--- src/verilog/mfq_pkg.sv ---
// shared types and constants for the byte queue
// lane count, byte and lane vectors, apb offsets
package mfq_pkg;

  localparam int lanes = 4;  // byte lanes per 32-bit apb word

  typedef logic [7:0]        byte_t;
  typedef logic [lanes-1:0]  lane_mask_t;  // one bit per lane
  typedef byte_t [lanes-1:0] lane_data_t;  // lane 0 in bits 7:0
  typedef logic [2:0]        lane_cnt_t;   // 0 to lanes
  typedef logic [11:0]       apb_addr_t;

  // apb register offsets shared by every port
  localparam apb_addr_t addr_data = 12'h000;  // push or pop data
  localparam apb_addr_t addr_ctrl = 12'h004;  // count read, clear write

endpackage

--- src/verilog/mfq_push_if.sv ---
// request bundle between a producer port and the push arbiter
// producer and arbiter modports
`timescale 1ns/100ps

interface mfq_push_if;
  import mfq_pkg::*;

  logic       req;    // held until granted
  lane_cnt_t  cnt;    // lanes requested
  lane_mask_t push;   // contiguous from lane 0
  lane_data_t data;   // compacted bytes
  logic       grant;  // combinational from arbiter

  modport producer (
    output req,
    output cnt,
    output push,
    output data,
    input  grant
  );

  modport arbiter (
    input  req,
    input  cnt,
    input  push,
    input  data,
    output grant
  );

endinterface

--- src/verilog/multi_fifo.sv ---
// synchronous byte fifo with multi-lane push and pop
// head lanes read combinationally from rptr
// per-lane almost full / almost empty vectors
// pointers and entry count exported
`timescale 1ns/100ps

module multi_fifo #(
  parameter int DEPTH = 16  // power of two, at least lanes
) (
  input  logic                      clk,
  input  logic                      rst_n,
  input  mfq_pkg::lane_mask_t       push,
  input  mfq_pkg::lane_data_t       datain,
  input  mfq_pkg::lane_mask_t       pop,
  input  logic                      clear,
  output mfq_pkg::lane_data_t       dataout,
  output logic                      full,
  output mfq_pkg::lane_mask_t       almost_full,
  output logic                      empty,
  output mfq_pkg::lane_mask_t       almost_empty,
  output logic [$clog2(DEPTH)-1:0]  wptr,
  output logic [$clog2(DEPTH)-1:0]  rptr,
  output logic [$clog2(DEPTH):0]    entry_count
);
  import mfq_pkg::*;

  localparam int ptr_w = $clog2(DEPTH);

  typedef logic [ptr_w-1:0] ptr_t;
  typedef logic [ptr_w:0]   count_t;

  byte_t     mem [DEPTH];
  ptr_t      wr_addr [lanes];
  ptr_t      rd_addr [lanes];
  lane_cnt_t push_cnt;
  lane_cnt_t pop_cnt;
  count_t    free_cnt;

  assign free_cnt = count_t'(DEPTH) - entry_count;
  assign full     = (entry_count == count_t'(DEPTH));
  assign empty    = (entry_count == '0);

  // lane addresses wrap with the pointer width
  for (genvar i = 0; i < lanes; i++) begin : g_lane
    assign wr_addr[i]      = wptr + ptr_t'(i);
    assign rd_addr[i]      = rptr + ptr_t'(i);
    assign dataout[i]      = mem[rd_addr[i]];
    assign almost_full[i]  = (free_cnt <= count_t'(i));     // free space <= i
    assign almost_empty[i] = (entry_count <= count_t'(i));  // fill level <= i
  end

  // popcount of both masks
  always_comb begin
    push_cnt = '0;
    pop_cnt  = '0;
    for (int i = 0; i < lanes; i++) begin
      push_cnt = push_cnt + lane_cnt_t'(push[i]);
      pop_cnt  = pop_cnt + lane_cnt_t'(pop[i]);
    end
  end

  always_ff @(posedge clk or negedge rst_n) begin
    if (!rst_n) begin
      wptr        <= '0;
      rptr        <= '0;
      entry_count <= '0;
    end else if (clear) begin
      wptr        <= '0;  // clear beats push and pop
      rptr        <= '0;
      entry_count <= '0;
    end else begin
      wptr        <= wptr + ptr_t'(push_cnt);
      rptr        <= rptr + ptr_t'(pop_cnt);
      entry_count <= entry_count + count_t'(push_cnt) - count_t'(pop_cnt);
    end
  end

  // lane i lands at wptr + i
  always_ff @(posedge clk) begin
    for (int i = 0; i < lanes; i++) begin
      if (push[i]) begin
        mem[wr_addr[i]] <= datain[i];
      end
    end
  end

endmodule

--- src/verilog/apb_push_port.sv ---
// apb slave for one producer
// packs strobed bytes toward lane 0 in the setup phase
// requests a multi-push and waits in access until granted
// reads return the queue entry count
`timescale 1ns/100ps

module apb_push_port #(
  parameter int DEPTH = 16
) (
  input  logic                    clk,
  input  logic                    rst_n,
  input  logic                    psel,
  input  logic                    penable,
  input  logic                    pwrite,
  input  mfq_pkg::apb_addr_t      paddr,
  input  mfq_pkg::lane_data_t     pwdata,
  input  mfq_pkg::lane_mask_t     pstrb,
  input  logic [$clog2(DEPTH):0]  entry_count,
  output mfq_pkg::lane_data_t     prdata,
  output logic                    pready,
  output logic                    pslverr,
  mfq_push_if.producer            push_if
);
  import mfq_pkg::*;

  lane_data_t pack_data;
  lane_cnt_t  pack_cnt;
  lane_data_t data_q;
  lane_cnt_t  cnt_q;      // zero when the transfer pushes nothing
  lane_mask_t push_mask;
  logic       setup;
  logic       access;

  assign setup  = psel & ~penable;
  assign access = psel & penable;

  // compaction in ascending lane order
  always_comb begin
    pack_data = '0;
    pack_cnt  = '0;
    for (int i = 0; i < lanes; i++) begin
      if (pstrb[i]) begin
        pack_data[pack_cnt[1:0]] = pwdata[i];
        pack_cnt = pack_cnt + lane_cnt_t'(1);
      end
    end
  end

  always_ff @(posedge clk or negedge rst_n) begin
    if (!rst_n) begin
      cnt_q <= '0;
    end else if (setup) begin
      cnt_q <= (pwrite && paddr == addr_data) ? pack_cnt : '0;
    end
  end

  always_ff @(posedge clk) begin
    if (setup) begin
      data_q <= pack_data;
    end
  end

  always_comb begin
    for (int i = 0; i < lanes; i++) begin
      push_mask[i] = (lane_cnt_t'(i) < cnt_q);
    end
  end

  assign push_if.req  = access & (cnt_q != '0);
  assign push_if.cnt  = cnt_q;
  assign push_if.push = push_mask;
  assign push_if.data = data_q;

  // empty-strobe writes and reads finish in the first access cycle
  assign pready  = access & ((cnt_q == '0) | push_if.grant);
  assign prdata  = (access & ~pwrite) ? lane_data_t'(entry_count) : '0;
  assign pslverr = 1'b0;

endmodule

--- src/verilog/push_arbiter.sv ---
// round-robin arbiter between the two producer ports
// grants only when the whole request fits in the free space
// drives the fifo push mask and data from the granted port
`timescale 1ns/100ps

module push_arbiter #(
  parameter int DEPTH = 16
) (
  input  logic                    clk,
  input  logic                    rst_n,
  input  logic [$clog2(DEPTH):0]  entry_count,
  mfq_push_if.arbiter             port0,
  mfq_push_if.arbiter             port1,
  output mfq_pkg::lane_mask_t     push,
  output mfq_pkg::lane_data_t     datain
);
  import mfq_pkg::*;

  localparam int cnt_w = $clog2(DEPTH) + 1;

  typedef logic [cnt_w-1:0] count_t;

  count_t free_cnt;
  logic   prio_q;  // set when port 1 goes first
  logic   pick1;
  logic   fits;

  assign free_cnt = count_t'(DEPTH) - entry_count;

  // winner picked on req alone so a large write is never overtaken
  assign pick1 = port1.req & (prio_q | ~port0.req);
  assign fits  = pick1 ? (count_t'(port1.cnt) <= free_cnt)
                       : (count_t'(port0.cnt) <= free_cnt);

  assign port0.grant = port0.req & ~pick1 & fits;
  assign port1.grant = pick1 & fits;

  assign push   = port0.grant ? port0.push : (port1.grant ? port1.push : '0);
  assign datain = port0.grant ? port0.data : (port1.grant ? port1.data : '0);

  always_ff @(posedge clk or negedge rst_n) begin
    if (!rst_n) begin
      prio_q <= 1'b0;
    end else if (port0.grant) begin
      prio_q <= 1'b1;  // other port next time
    end else if (port1.grant) begin
      prio_q <= 1'b0;
    end
  end

endmodule

--- src/verilog/apb_pop_port.sv ---
// apb slave for the consumer
// data read pops up to four head bytes, empty lanes read as zero
// control read returns the entry count, control write clears
`timescale 1ns/100ps

module apb_pop_port #(
  parameter int DEPTH = 16
) (
  input  logic                    clk,
  input  logic                    rst_n,
  input  logic                    psel,
  input  logic                    penable,
  input  logic                    pwrite,
  input  mfq_pkg::apb_addr_t      paddr,
  input  mfq_pkg::lane_data_t     dataout,
  input  mfq_pkg::lane_mask_t     almost_empty,
  input  logic [$clog2(DEPTH):0]  entry_count,
  output mfq_pkg::lane_data_t     prdata,
  output logic                    pready,
  output logic                    pslverr,
  output mfq_pkg::lane_mask_t     pop,
  output logic                    clear
);
  import mfq_pkg::*;

  logic       access;
  logic       rd_data_q;  // decoded in setup phase
  logic       rd_ctrl_q;
  logic       wr_ctrl_q;
  lane_mask_t valid;

  assign access = psel & penable;
  assign valid  = ~almost_empty;  // lane i holds data when count > i

  always_ff @(posedge clk or negedge rst_n) begin
    if (!rst_n) begin
      rd_data_q <= 1'b0;
      rd_ctrl_q <= 1'b0;
      wr_ctrl_q <= 1'b0;
    end else if (psel & ~penable) begin
      rd_data_q <= ~pwrite & (paddr == addr_data);
      rd_ctrl_q <= ~pwrite & (paddr == addr_ctrl);
      wr_ctrl_q <= pwrite & (paddr == addr_ctrl);
    end
  end

  assign pop     = (access & rd_data_q) ? valid : '0;
  assign clear   = access & wr_ctrl_q;
  assign pready  = access;  // single access cycle always
  assign pslverr = 1'b0;

  always_comb begin
    prdata = '0;
    if (access & rd_data_q) begin
      for (int i = 0; i < lanes; i++) begin
        prdata[i] = valid[i] ? dataout[i] : '0;
      end
    end else if (access & rd_ctrl_q) begin
      prdata = lane_data_t'(entry_count);
    end
  end

endmodule

--- src/verilog/mfq_top.sv ---
// shared byte queue top level
// two producer apb slaves and one consumer apb slave
// producers reach the fifo through the round-robin push arbiter
`timescale 1ns/100ps

module mfq_top #(
  parameter int DEPTH = 16
) (
  input  logic                 clk,
  input  logic                 rst_n,
  // producer 0
  input  logic                 p0_psel,
  input  logic                 p0_penable,
  input  logic                 p0_pwrite,
  input  mfq_pkg::apb_addr_t   p0_paddr,
  input  mfq_pkg::lane_data_t  p0_pwdata,
  input  mfq_pkg::lane_mask_t  p0_pstrb,
  output mfq_pkg::lane_data_t  p0_prdata,
  output logic                 p0_pready,
  output logic                 p0_pslverr,
  // producer 1
  input  logic                 p1_psel,
  input  logic                 p1_penable,
  input  logic                 p1_pwrite,
  input  mfq_pkg::apb_addr_t   p1_paddr,
  input  mfq_pkg::lane_data_t  p1_pwdata,
  input  mfq_pkg::lane_mask_t  p1_pstrb,
  output mfq_pkg::lane_data_t  p1_prdata,
  output logic                 p1_pready,
  output logic                 p1_pslverr,
  // consumer
  input  logic                 c_psel,
  input  logic                 c_penable,
  input  logic                 c_pwrite,
  input  mfq_pkg::apb_addr_t   c_paddr,
  output mfq_pkg::lane_data_t  c_prdata,
  output logic                 c_pready,
  output logic                 c_pslverr
);
  import mfq_pkg::*;

  localparam int cnt_w = $clog2(DEPTH) + 1;

  logic [cnt_w-1:0] entry_count;
  lane_mask_t       push;
  lane_data_t       datain;
  lane_mask_t       pop;
  logic             clear;
  lane_data_t       dataout;
  lane_mask_t       almost_empty;

  mfq_push_if p0_if ();
  mfq_push_if p1_if ();

  apb_push_port #(.DEPTH(DEPTH)) u_p0_port (
    .clk(clk), .rst_n(rst_n),
    .psel(p0_psel), .penable(p0_penable), .pwrite(p0_pwrite), .paddr(p0_paddr),
    .pwdata(p0_pwdata), .pstrb(p0_pstrb), .entry_count(entry_count),
    .prdata(p0_prdata), .pready(p0_pready), .pslverr(p0_pslverr),
    .push_if(p0_if.producer)
  );

  apb_push_port #(.DEPTH(DEPTH)) u_p1_port (
    .clk(clk), .rst_n(rst_n),
    .psel(p1_psel), .penable(p1_penable), .pwrite(p1_pwrite), .paddr(p1_paddr),
    .pwdata(p1_pwdata), .pstrb(p1_pstrb), .entry_count(entry_count),
    .prdata(p1_prdata), .pready(p1_pready), .pslverr(p1_pslverr),
    .push_if(p1_if.producer)
  );

  push_arbiter #(.DEPTH(DEPTH)) u_arbiter (
    .clk(clk), .rst_n(rst_n), .entry_count(entry_count),
    .port0(p0_if.arbiter), .port1(p1_if.arbiter),
    .push(push), .datain(datain)
  );

  // the shared byte queue
  multi_fifo #(.DEPTH(DEPTH)) u_fifo (
    .clk(clk), .rst_n(rst_n),
    .push(push), .datain(datain), .pop(pop), .clear(clear),
    .dataout(dataout), .full(), .almost_full(), .empty(),
    .almost_empty(almost_empty), .wptr(), .rptr(), .entry_count(entry_count)
  );

  apb_pop_port #(.DEPTH(DEPTH)) u_pop_port (
    .clk(clk), .rst_n(rst_n),
    .psel(c_psel), .penable(c_penable), .pwrite(c_pwrite), .paddr(c_paddr),
    .dataout(dataout), .almost_empty(almost_empty), .entry_count(entry_count),
    .prdata(c_prdata), .pready(c_pready), .pslverr(c_pslverr),
    .pop(pop), .clear(clear)
  );

endmodule

--- config.mk ---
export PLATFORM = sky130hd
export DESIGN_NAME = mfq_top
export DESIGN_NICKNAME = d
export VERILOG_FILES = /design/src/verilog/mfq_pkg.sv /design/src/verilog/mfq_push_if.sv /design/src/verilog/multi_fifo.sv /design/src/verilog/apb_push_port.sv /design/src/verilog/push_arbiter.sv /design/src/verilog/apb_pop_port.sv /design/src/verilog/mfq_top.sv
export SDC_FILE = /design/constraint.sdc
export NUM_CORES = 1
export LEC_CHECK = 0
export ABC_CLOCK_PERIOD_IN_PS = 12300
export BUFFER_PORTS_ARGS = -buffer_cell sky130_fd_sc_hd__clkbuf_2
export CAP_MARGIN = 20
export CELL_PAD_IN_SITES_DETAIL_PLACEMENT = 0
export CELL_PAD_IN_SITES_GLOBAL_PLACEMENT = 2
export CORE_MARGIN = 2
export CORE_UTILIZATION = 25
export CTS_BUF_LIST = sky130_fd_sc_hd__clkbuf_8
export CTS_CLUSTER_SIZE = 20
export DETAILED_ROUTE_END_ITERATION = 8
export MAX_ROUTING_LAYER = met4
export PLACE_DENSITY_LB_ADDON = 0.1
export SLEW_MARGIN = 0
export SYNTH_ARGS = -nofsm -noshare
export SYNTH_HDL_FRONTEND = slang
export SYNTH_SLANG_ARGS = --single-unit
export TNS_END_PERCENT = 1
--- constraint.sdc ---
create_clock -name clk -period 12.3 [get_ports clk]
set_clock_uncertainty 0.2 [all_clocks]
set_input_delay 1.23 -clock clk [delete_from_list [all_inputs] [get_ports clk]]
set_output_delay 1.23 -clock clk [all_outputs]
set_load 0.01 [all_outputs]
==> summary.txt, run 1 <==
Clocking
  – Total CTS buffers: 44
  – Post-CTS Setup Inserts: 0
  – Clk_lat worst skew: ~0.64 ns
  – Clock-pin slew on the worst setup and hold paths: about 0.060 ns
  – H-tree levels: 2
  – Max clock buf depth: 3
  – Post-CTS sizing: 0
  – CTS Root Cell: clkbuf_8
  – CTS tree: yes
  – Clock sink total: 215
  – Cts hold-fix bufs: 0

Routing
  – First-pass DRT Iterations: 5
  – DR vias: ~15000
  – DRT antenna net count: 0
  – # DRC: 0
  – Wire per inst: 29.54 um
  – DR iter-0 viols: 1341
  – Via-per-instance ratio: roughly 5.5
  – Final wirelength: between 80 and 90 mm

Placement
  – Routability cong.: 0.8253
  – Placed insts: approximately 2700
  – DP Worst Slack: between 6 and 7 ns
  – DP HPWL: between 60 and 70 mm
  – PortBufs: about 160

Timing
  – Hold_ws: between 0.3 and 0.4 ns
  – RSZ-0062 raised after global routing: false
  – Hold Vio Cnt, Final: 0
  – Worst slew pin tran: 1.194 ns
  – Period utilization: between 40% and 50%
  – Final setup margin: about 6.6 ns
  – Relative slew slack: just over 20%
  – Min Tclk post-route: about 5.7 ns
  – FMAX: ~170 MHz
  – Setup-failing EPs final: 0
  – Slew Limit Fails: 0
  – Setup TNS: 0 ns

Logic synthesis
  – Asr flop ratio synth: a little over a tenth
  – Cell variety after synth: 74
  – Sequential share of the synthesized area: between 30% and 40%
  – Post-synth EDFFs: 192
  – Synth Register Bits: roughly 220
  – Warnings, synthesis: 0
  – Cells after Synth: approximately 1600
  – Syn avg cell area: ~11 um2
  – Synth Flop Type: edfxtp_1
  – Synthesized area: 18670 um2

Global route
  – Grt total ovfl: 0
  – Antenna violations before repair: 4
  – Largest net degree at the start of global routing: 60
  – Total track usage: 21.51%
  – First-pass GRT wire length: between 100 and 150 mm
  – Vias in the first global route: 15080

Layout
  – Nets@finish: 1941
  – Final std cells w/o fill: between 2000 and 3000
  – Fillers: roughly 7700
  – Register area: roughly 6300 um2
  – Multi-input logic area: around 11000 um2
  – Syn-to-layout area delta: 12.65%
  – Layout cells sized above 1: between 20% and 30%

Job
  – Max_cap viols: 0

Floorplanning
  – Row Count: 100
  – Die area: roughly 77000 um2
  – DIE WIDTH: around 280 um
  – Core Box Area: approximately 74000 um2
  – I/O pins: 221
  – Chip Height: about 280 um
  – Starting Density: ~25%

Hold path
  – Hold WC Path Type: flip-flop to flip-flop

Power
  – Gate power share: about a quarter
  – Seq pwr share: 42.2%
  – Pwr dens: 100.0 nW/um2
  – Sw frac: approximately 36%
  – Switching pwr: 0.7507 mW
  – VDD IR-drop max: about 63 uV
  – Clk pwr share: between 30% and 40%
  – Int Pwr: between 1 and 1.5 mW
  – Leakage power: ~8 nW

Critical path
  – Critical path data arrival time: just over 6 ns
  – Path type of the worst setup path: flip-flop to flip-flop
  – Critical Path End Type: flip-flop
  – CP Max Fanout: 36
  – Critical path launch point type: flip-flop
  – Worst EP required: about 13 ns

Status
  – Outcome: completed
flip-flops by register name (all words and copies together) (netlist names):
signal,cells
u_pop_port.wr_ctrl_q,1
u_pop_port.rd_ctrl_q,1
u_p0_port.push_if.data,32
u_fifo.wptr,4
u_p1_port.push_if.data,32
u_fifo.rptr,4
u_p0_port.push_if.cnt,3
u_pop_port.rd_data_q,1
u_fifo.entry_count,5
u_fifo.mem,128
u_p1_port.push_if.cnt,3
u_arbiter.prio_q,1
metrics by stage:
stage	power, mW	util [%]	instance area, um2
finish	2.104	28.35	21040
global route	2.221	28.35	21030
CTS	2.125	28.32	21010
detailed placement	1.410	27.24	20210
global placement	1.415	27.22	20200
floorplan	1.249	-	18880
worst paths after layout:
check                      cells after the start                        startpoint  slack (ns)                          endpoint
setup / recovery                              23   u_fifo.entry_count[0]$_DFF_PN0_        6.57   u_fifo.entry_count[4]$_DFF_PN0_
hold / removal                                 1  u_pop_port.rd_ctrl_q$_DFFE_PN0P_        0.31  u_pop_port.rd_ctrl_q$_DFFE_PN0P_
setup reg to reg                              23   u_fifo.entry_count[0]$_DFF_PN0_        6.57   u_fifo.entry_count[4]$_DFF_PN0_
hold reg to reg                                1  u_pop_port.rd_ctrl_q$_DFFE_PN0P_        0.31  u_pop_port.rd_ctrl_q$_DFFE_PN0P_
max in group asynchronous                      1                             rst_n       10.93          u_fifo.rptr[0]$_DFF_PN0_
min in group asynchronous                      1                             rst_n        0.44          u_fifo.wptr[0]$_DFF_PN0_
synthesized netlist by cell type, types with 7 or more instances:
cell type  count  area (um2)
clkbuf_1      39       146.4
nor2_1        47       176.4
nand4_1        9       56.30
nand2_1       88       330.3
xnor2_1       15       131.4
o21ai_0      107       535.5
buf_6          9       101.4
ha_1          46       575.6
xor2_1         8       70.07
o21ai_4        7       113.9
a22o_1        42       367.9
a22oi_4        7       148.9
nand2_2       14       87.58
a22oi_1       35       262.8
edfxtp_1     192        5766
o2111ai_1     13       113.9
o22a_1       120        1051
o211ai_1       9       67.56
o221ai_1       8       70.07
and3_1         8       50.05
nor2b_1       33       206.5
nand3_1       11       55.05
mux4_2       120        2703
a22o_2        10       100.1
a211oi_1      41       307.8
buf_4         67       503.0
nor3_1        15       75.07
inv_1         38       142.6
mux2i_1      168        1682
o21ai_1       86       430.4
nand2b_1      17       106.4
a21oi_1       18       90.09
and2_1        14       87.58
buf_1         14       52.55
dfrtp_1       23       575.6
buf_2         56       280.3
cell type report:
cell class / instances / share of cell area [%]
multi-input combinational: 1260 / 54.00
sequential: 215 / 30.17
tap: 969 / 5.763
timing repair buffer: 209 / 5.520
clock buffer: 45 / 2.944
clock inverter: 35 / 0.8565
inverter: 40 / 0.7137
antenna: 3 / 0.03569
critical path, stage by stage (launching register included):
cell	delay [ns]
dfrtp_1	0.57
inv_1	0.19
ha_1	0.32
inv_1	0.06
ha_1	0.28
nor2b_1	0.21
o211ai_1	0.15
a31oi_4	0.32
nor3_4	0.05
buf_4	0.30
or2_2	0.41
ha_1	0.30
inv_1	0.05
fa_1	0.39
inv_1	0.10
ha_1	0.25
inv_1	0.13
fa_1	0.47
fa_1	0.41
inv_1	0.07
a21o_1	0.10
a21oi_1	0.07
xnor2_1	0.14
nor2_1	0.05
cells by family (layout without fill, tap and decap cells):
logic type	count (synthesis)	after routing	share of synthesized area (%)
XOR/XNOR	24	24	1.166
buffers and inverters	228	329	6.740
flip-flops	215	215	33.96
other	1	60	0.02008
AO/OA/AOI/OAI	544	544	22.50
multiplexers	290	290	23.60
adder cells (fa/ha/maj)	52	52	3.725
AND/OR/NAND/NOR	293	293	8.295
cell usage in the layout, fill, tap and decap left out, drive strengths merged, types with 52 or more instances in the layout:
master and count:
inv 54, o21ai 203, conb 57, mux2i 168, mux4 120, nand2 102
o22a 120, a22o 52, edfxtp 192, clkbuf 208
layer usage:
layer	part of all wire (%)	GRT usage (%)
met5	0	-
met4	2.3	4.975
met3	4.9	2.746
met2	47	34.01
met1	46	29.32
power by group through the flow:
stage	Sequential [mW]	Combinational [mW]	Clock, mW
after floorplan	0.866	0.382	0
final	0.888	0.508	0.707
after detailed placement	0.903	0.507	0
after CTS	0.889	0.510	0.725
after global routing	0.895	0.570	0.757
after global placement	0.902	0.513	0
(Power assumes the default switching activity.)
==> inputs of run 2 (changes only) <==
ABC_CLOCK_PERIOD_IN_PS = 4800   (was 12300)
clock period = 4.8 ns   (was 12.3 ns; I/O delays follow)
==> summary.txt, run 2 (synthesized netlist as in run 1, its figures left out) <==
Layout
  – Multi-input logic area: 11380 um2 (+0.17%)
  – Final std cells w/o fill: 2875 (+3.6%)
  – Syn-to-layout area delta: 18.31%
  – Layout cells sized above 1: 28.59% (+2.3 points)
  – Fillers: 7616 (-0.86%)
  – Max reg flops: 128 (unchanged)
  – Commonest non-fill, non-tap cells in the layout: edfxtp_1, mux2i_1, clkbuf_2
  – Final Cell Area: 22090 um2 (+5.0%)
  – Register area: 6347 um2 (about the same)
  – Commonest non-fill, non-tap cell in the layout: edfxtp_1
  – Nets@finish: 2040 (+5.1%)

Hold path
  – Hold Path Origin: p0_pwdata[31]
  – Hold Path Depth: 3 (+2)
  – Hold WC Path Type: primary input to flip-flop
  – Hold Path Sink: u_p0_port.push_if.data[7]$_DFFE_PP_

Routing
  – DR vias: 15474 (+2.3%)
  – First-pass DRT Iterations: 5 (unchanged)
  – Wire per inst: 28.47 um (-3.6%)
  – # DRC: 0 (unchanged)
  – Final wirelength: 81.85 mm (-0.17%)
  – DRT antenna net count: 0 (unchanged)
  – Via-per-instance ratio: 5.382 (-1.2%)
  – DR iter-0 viols: 1306 (-2.6%)

Clocking
  – Clock sink total: 215 (unchanged)
  – Max clock buf depth: 3 (unchanged)
  – H-tree levels: 2 (unchanged)
  – Clock-pin slew on the worst setup and hold paths: 0.06 ns (about the same)
  – CTS Root Cell: clkbuf_8
  – CTS tree: yes
  – Clk_lat worst skew: 0.65 ns (about the same)
  – Total CTS buffers: 44 (unchanged)

Critical path
  – Slowest Stage Delay on Critical Path: 0.54 ns (-0.03 ns)
  – Flop-to-flop setup slack: 0.19 ns (-6.38 ns)
  – Buffer and inverter count on the worst path: 6 (-1)
  – Max stage delay cell, worst path: fa_1
  – Top Family by Delay on Critical Path: adder cells
  – R2R cell count: 22 (-4.3%)
  – Reg-to-reg endpoint: u_fifo.entry_count[3]$_DFF_PN0_
  – Critical Path End Type: flip-flop
  – Worst EP required: 5.12 ns (-7.47 ns)
  – CP Max Fanout: 3 (-92%)
  – Path type of the worst setup path: flip-flop to flip-flop
  – Reg-to-Reg Start: u_fifo.entry_count[1]$_DFF_PN0_
  – Critical path data arrival time: 4.93 ns (-1.10 ns)
  – Critical path launch point type: flip-flop
  – Critical path, cell by cell: inv_2 > ha_1 > inv_1 > ha_1 > nor2b_4 > o211ai_1 > a31oi_4 > nor2_4 > or2_4 > ha_4 > inv_1 > fa_2 > inv_2 > ha_4 > inv_4 > fa_1 > inv_1 > ha_1 > a21o_1 > a21oi_2 > xor2_1 > nor2_1

Power
  – VDD IR-drop max: 151.1 uV (+140%)
  – Pwr dens: 266.9 nW/um2 (+170%)
  – Leakage power: 8.597 nW (+6.4%)

Global route
  – Vias in the first global route: 15348 (+1.8%)
  – Antenna violations before repair: 6 (+2)
  – Total track usage: 21.57% (+0.056 points)
  – Largest net degree at the start of global routing: 133 (+120%)
  – Grt total ovfl: 0 (unchanged)
  – First-pass GRT wire length: 116.7 mm (+0.49%)

Floorplanning
  – Core Box Area: 74200 um2 (unchanged)
  – DIE WIDTH: 277.3 um (unchanged)
  – Starting Density: 25.17% (unchanged)
  – Chip Height: 277.3 um (unchanged)
  – Row Count: 100 (unchanged)
  – Die area: 76900 um2 (unchanged)
  – I/O pins: 221 (unchanged)

Timing
  – Setup-failing EPs final: 0 (unchanged)
  – Min Tclk post-route: 4.612 ns (-1.123 ns)
  – Setup TNS: 0 ns (unchanged)
  – Period utilization: 96.08% (+49 points)
  – Slew Limit Fails: 0 (unchanged)
  – Hold Vio Cnt, Final: 0 (unchanged)
  – RSZ-0062 raised after global routing: false
  – Relative slew slack: 22.32% (+1.9 points)
  – Worst slew pin tran: 1.153 ns (-0.04105 ns)
  – FMAX: 216.8 MHz (+24%)

Placement
  – Placed insts: 2741 (+1.9%)
  – PortBufs: 163 (unchanged)
  – Routability cong.: 0.8602 (+4.2%)
  – Post-DP Area: 20620 um2 (+2.0%)
  – DP HPWL: 60.79 mm (+0.55%)

Job
  – Max_cap viols: 0 (unchanged)

Status
  – Outcome: completed
[run 2: final cells by class]
cell class | instances | area share, %
Timing Repair Buffer | 308 | 9.288
Multi-Input combinational cell | 1260 | 51.50
Clock inverter | 33 | 1.342
Antenna cell | 3 | 0.03398
Tap cell | 969 | 5.488
Inverter | 40 | 0.6909
Clock buffer | 47 | 2.928
Sequential cell | 215 | 28.73
[run 2: repair_timing]
action,CTS,global route
endpoints found under the setup margin,0,2
gates resized for setup,0,4
hold endpoints to repair,60,0
hold buffers,49,0
buffers inserted,0,2
[run 2: worst max-delay path by stage]
stage	start	to	cells past startpoint
finish	u_fifo.entry_count[1]$_DFF_PN0_	u_fifo.entry_count[3]$_DFF_PN0_	22
global route	u_fifo.entry_count[1]$_DFF_PN0_	u_fifo.entry_count[3]$_DFF_PN0_	22
CTS	u_fifo.entry_count[1]$_DFF_PN0_	u_fifo.entry_count[3]$_DFF_PN0_	22
detailed placement	u_fifo.entry_count[1]$_DFF_PN0_	u_fifo.entry_count[3]$_DFF_PN0_	22
global placement	u_fifo.entry_count[1]$_DFF_PN0_	u_fifo.entry_count[3]$_DFF_PN0_	22
floorplan	u_fifo.entry_count[1]$_DFF_PN0_	u_fifo.entry_count[3]$_DFF_PN0_	24
[run 2: worst reg2reg max path: stages (launching register included)]
cell and delay, ns:
dfrtp_1 0.35, inv_2 0.05, ha_1 0.28, inv_1 0.08
ha_1 0.31, nor2b_4 0.16, o211ai_1 0.14, a31oi_4 0.30
nor2_4 0.07, or2_4 0.27, ha_4 0.26, inv_1 0.05
fa_2 0.33, inv_2 0.08, ha_4 0.14, inv_4 0.04
fa_1 0.54, inv_1 0.05, ha_1 0.27, a21o_1 0.19
a21oi_2 0.12, xor2_1 0.15, nor2_1 0.05
[run 2: routing by layer]
layer  vias up  track usage (%)  part of all wire, %
met3        99            2.510                  4.6
met2       581            32.49                   45
met1      7883            30.64                   48
met4         0            5.616                  2.4
met5         -                -                    0
li1       6911                -                    -
[run 2: through the flow]
stage / total power [mW] / hold slack (ns) / utilization [%] / setup WS (ns)
after detailed placement: 3.769 / 0.2702 / 27.79 / 0.07307
after global placement: 3.785 / 0.2646 / 27.77 / 0.1051
after CTS: 5.941 / 0.003459 / 29.72 / 0.05201
after floorplan: 3.222 / -0.01559 / - / -0.04989
after global routing: 6.182 / 0.03670 / 29.77 / 0.01940
final: 5.897 / 0.05445 / 29.78 / 0.1881
[run 2: report_power, final]
part	switching, mW	internal, mW	total, mW
Combinational	1.01	0.541	1.55
Clock	0.916	1.19	2.10
Sequential	0.118	2.12	2.24
Total	2.04	3.85	5.90
==> inputs of run 3 (changes only) <==
PLACE_DENSITY = 0.54   (was unset)
PLACE_DENSITY_LB_ADDON = unset   (was 0.1)
==> summary.txt, run 3 (synthesized netlist as in run 1, its figures left out) <==
Power
  – Pwr dens: 267.6 nW/um2 (+0.28%)
  – Leakage power: 8.511 nW (-1.0%)
  – VDD IR-drop max: 161.3 uV (+6.8%)

Critical path
  – Reg-to-Reg Start: u_fifo.entry_count[1]$_DFF_PN0_
  – Worst EP required: 5.08 ns (-0.04 ns)
  – Path type of the worst setup path: flip-flop to flip-flop
  – Critical path launch point type: flip-flop
  – Flop-to-flop setup slack: 0.20 ns (about the same)
  – Critical path data arrival time: 4.87 ns (-0.06 ns)
  – CP Max Fanout: 3 (unchanged)
  – R2R cell count: 22 (unchanged)
  – Critical Path End Type: flip-flop
  – Reg-to-reg endpoint: u_fifo.entry_count[3]$_DFF_PN0_

Clocking
  – CTS tree: yes
  – Total CTS buffers: 42 (-4.5%)
  – Max clock buf depth: 3 (unchanged)
  – Clk_lat worst skew: 0.61 ns (-0.04 ns)
  – Clock sink total: 215 (unchanged)
  – H-tree levels: 2 (unchanged)
  – Clock-pin slew on the worst setup and hold paths: 0.06 ns (about the same)
  – CTS Root Cell: clkbuf_8

Timing
  – Min Tclk post-route: 4.598 ns (-0.01348 ns)
  – FMAX: 217.5 MHz (+0.29%)
  – Hold Vio Cnt, Final: 0 (unchanged)
  – Period utilization: 95.80% (-0.28 points)
  – Setup-failing EPs final: 0 (unchanged)
  – Final setup margin: 0.2016 ns (+0.01348 ns)
  – Worst slew pin tran: 1.136 ns (-0.01723 ns)
  – Relative slew slack: 23.94% (+1.6 points)
  – Slew Limit Fails: 0 (unchanged)

Routing
  – DR iter-0 viols: 1229 (-5.9%)
  – First-pass DRT Iterations: 7 (+2)
  – Final wirelength: 77.79 mm (-5.0%)
  – Wire per inst: 27.26 um (-4.2%)
  – DRT antenna net count: 0 (unchanged)
  – Via-per-instance ratio: 5.370 (-0.22%)
  – # DRC: 0 (unchanged)
  – DR vias: 15322 (-0.98%)

Floorplanning
  – I/O pins: 221 (unchanged)
  – Die area: 76900 um2 (unchanged)
  – Starting Density: 25.17% (unchanged)
  – Chip Height: 277.3 um (unchanged)
  – Core Box Area: 74200 um2 (unchanged)
  – Row Count: 100 (unchanged)
  – DIE WIDTH: 277.3 um (unchanged)

Layout
  – Max reg flops: 128 (unchanged)
  – Nets@finish: 2021 (-0.93%)
  – Layout Utilization: 29.54% (-0.24 points)
  – Commonest non-fill, non-tap cells in the layout: edfxtp_1, mux2i_1, clkbuf_2
  – Commonest non-fill, non-tap cell in the layout: edfxtp_1
  – Layout cells sized above 1: 29.26% (+0.68 points)
  – Syn-to-layout area delta: 17.37%

Hold path
  – Hold WC Path Type: primary input to flip-flop
  – Hold Path Sink: u_pop_port.wr_ctrl_q$_DFFE_PN0P_
  – Hold Path Depth: 4 (+1)
  – Hold Path Origin: c_paddr[10]

Global route
  – Grt total ovfl: 0 (unchanged)
  – Vias in the first global route: 15472 (+0.81%)
  – Antenna violations before repair: 2 (-4)
  – Total track usage: 20.52% (-1.0 points)
  – Largest net degree at the start of global routing: 133 (unchanged)
  – First-pass GRT wire length: 112.4 mm (-3.7%)

Placement
  – DP Worst Slack: 0.06392 ns (-0.009156 ns)
  – DP HPWL: 58.78 mm (-3.3%)
  – Routability cong.: 0.9110 (+5.9%)
  – PortBufs: 163 (unchanged)

Job
  – Max_cap viols: 0 (unchanged)

Status
  – Outcome: completed
-- run 3: area by class of cell --
| class | instances | area, um2 |
|---|---|---|
| clock inverters | 32 | 317.8 |
| diodes | 1 | 2.502 |
| flip-flops and latches | 215 | 6347 |
| clock buffers | 45 | 619.3 |
| repair buffers | 291 | 1864 |
| inverters | 40 | 152.6 |
| well taps | 969 | 1212 |
| multi-input cells | 1260 | 11400 |
| fillers | 7621 | 52280 |
-- run 3: timing repair --
| item | CTS | global route |
|---|---|---|
| endpoints found under the hold margin | 51 | 0 |
| gates resized for setup | 0 | 6 |
| hold buffers | 30 | 0 |
| setup buffers | 0 | 1 |
| setup endpoints to repair | 0 | 2 |
-- run 3: critical path: stages, from the launching register on --
cell and delay [ns]:
dfrtp_1 0.35, inv_2 0.04, ha_1 0.29, inv_2 0.06
ha_1 0.29, nor2b_4 0.16, o211ai_1 0.12, a31oi_4 0.30
nor3_4 0.06, or2_4 0.26, ha_4 0.26, inv_1 0.04
fa_2 0.33, inv_2 0.08, ha_4 0.15, inv_4 0.04
fa_1 0.54, inv_1 0.07, ha_1 0.28, a21o_1 0.19
a21oi_2 0.16, xor2_1 0.15, nor2_1 0.05
-- run 3: through the flow --
step                      power (mW)  cell area, um2  hold WS (ns)  setup TNS (ns)  std cells
after floorplan                3.222           18940      -0.01559        -0.05041       1703
after global placement         3.725           20630        0.2685               0       2743
after global routing           6.172           21920       0.03960       -0.009071       2853
after CTS                      5.896           21880    0.00009165               0       2851
after detailed placement       3.731           20640        0.2721               0       2744
final                          5.866           21920       0.05321               0       2853
-- run 3: routing by layer --
metal  GRT usage (%)  share of wire [%]  routed length [um]  up-vias
met2           32.53                 47               36470      572
met5               -                  0                   0        -
li1                -                  -                   -     6868
met4           6.577                3.5                2689        0
met1           26.77                 44               34130     7758
met3           3.318                5.8                4497      124
-- run 3: power breakdown --
part	leakage (nW)	switching [mW]	internal (mW)
logic	5.95	0.973	0.542
registers	2.06	0.124	2.12
clock network	0.502	0.897	1.21
-- run 3: worst max-delay path by stage --
stage,from,to,slack (ns)
2_1_floorplan,u_fifo.entry_count[1]$_DFF_PN0_,u_fifo.entry_count[3]$_DFF_PN0_,-0.05
3_3_place_gp,u_fifo.entry_count[1]$_DFF_PN0_,u_fifo.entry_count[3]$_DFF_PN0_,0.10
3_5_place_dp,u_fifo.entry_count[1]$_DFF_PN0_,u_fifo.entry_count[3]$_DFF_PN0_,0.06
4_1_cts,u_fifo.entry_count[1]$_DFF_PN0_,u_fifo.entry_count[3]$_DFF_PN0_,0.05
5_1_grt,u_fifo.entry_count[0]$_DFF_PN0_,u_fifo.entry_count[3]$_DFF_PN0_,-0.009
6_report,u_fifo.entry_count[1]$_DFF_PN0_,u_fifo.entry_count[3]$_DFF_PN0_,0.20
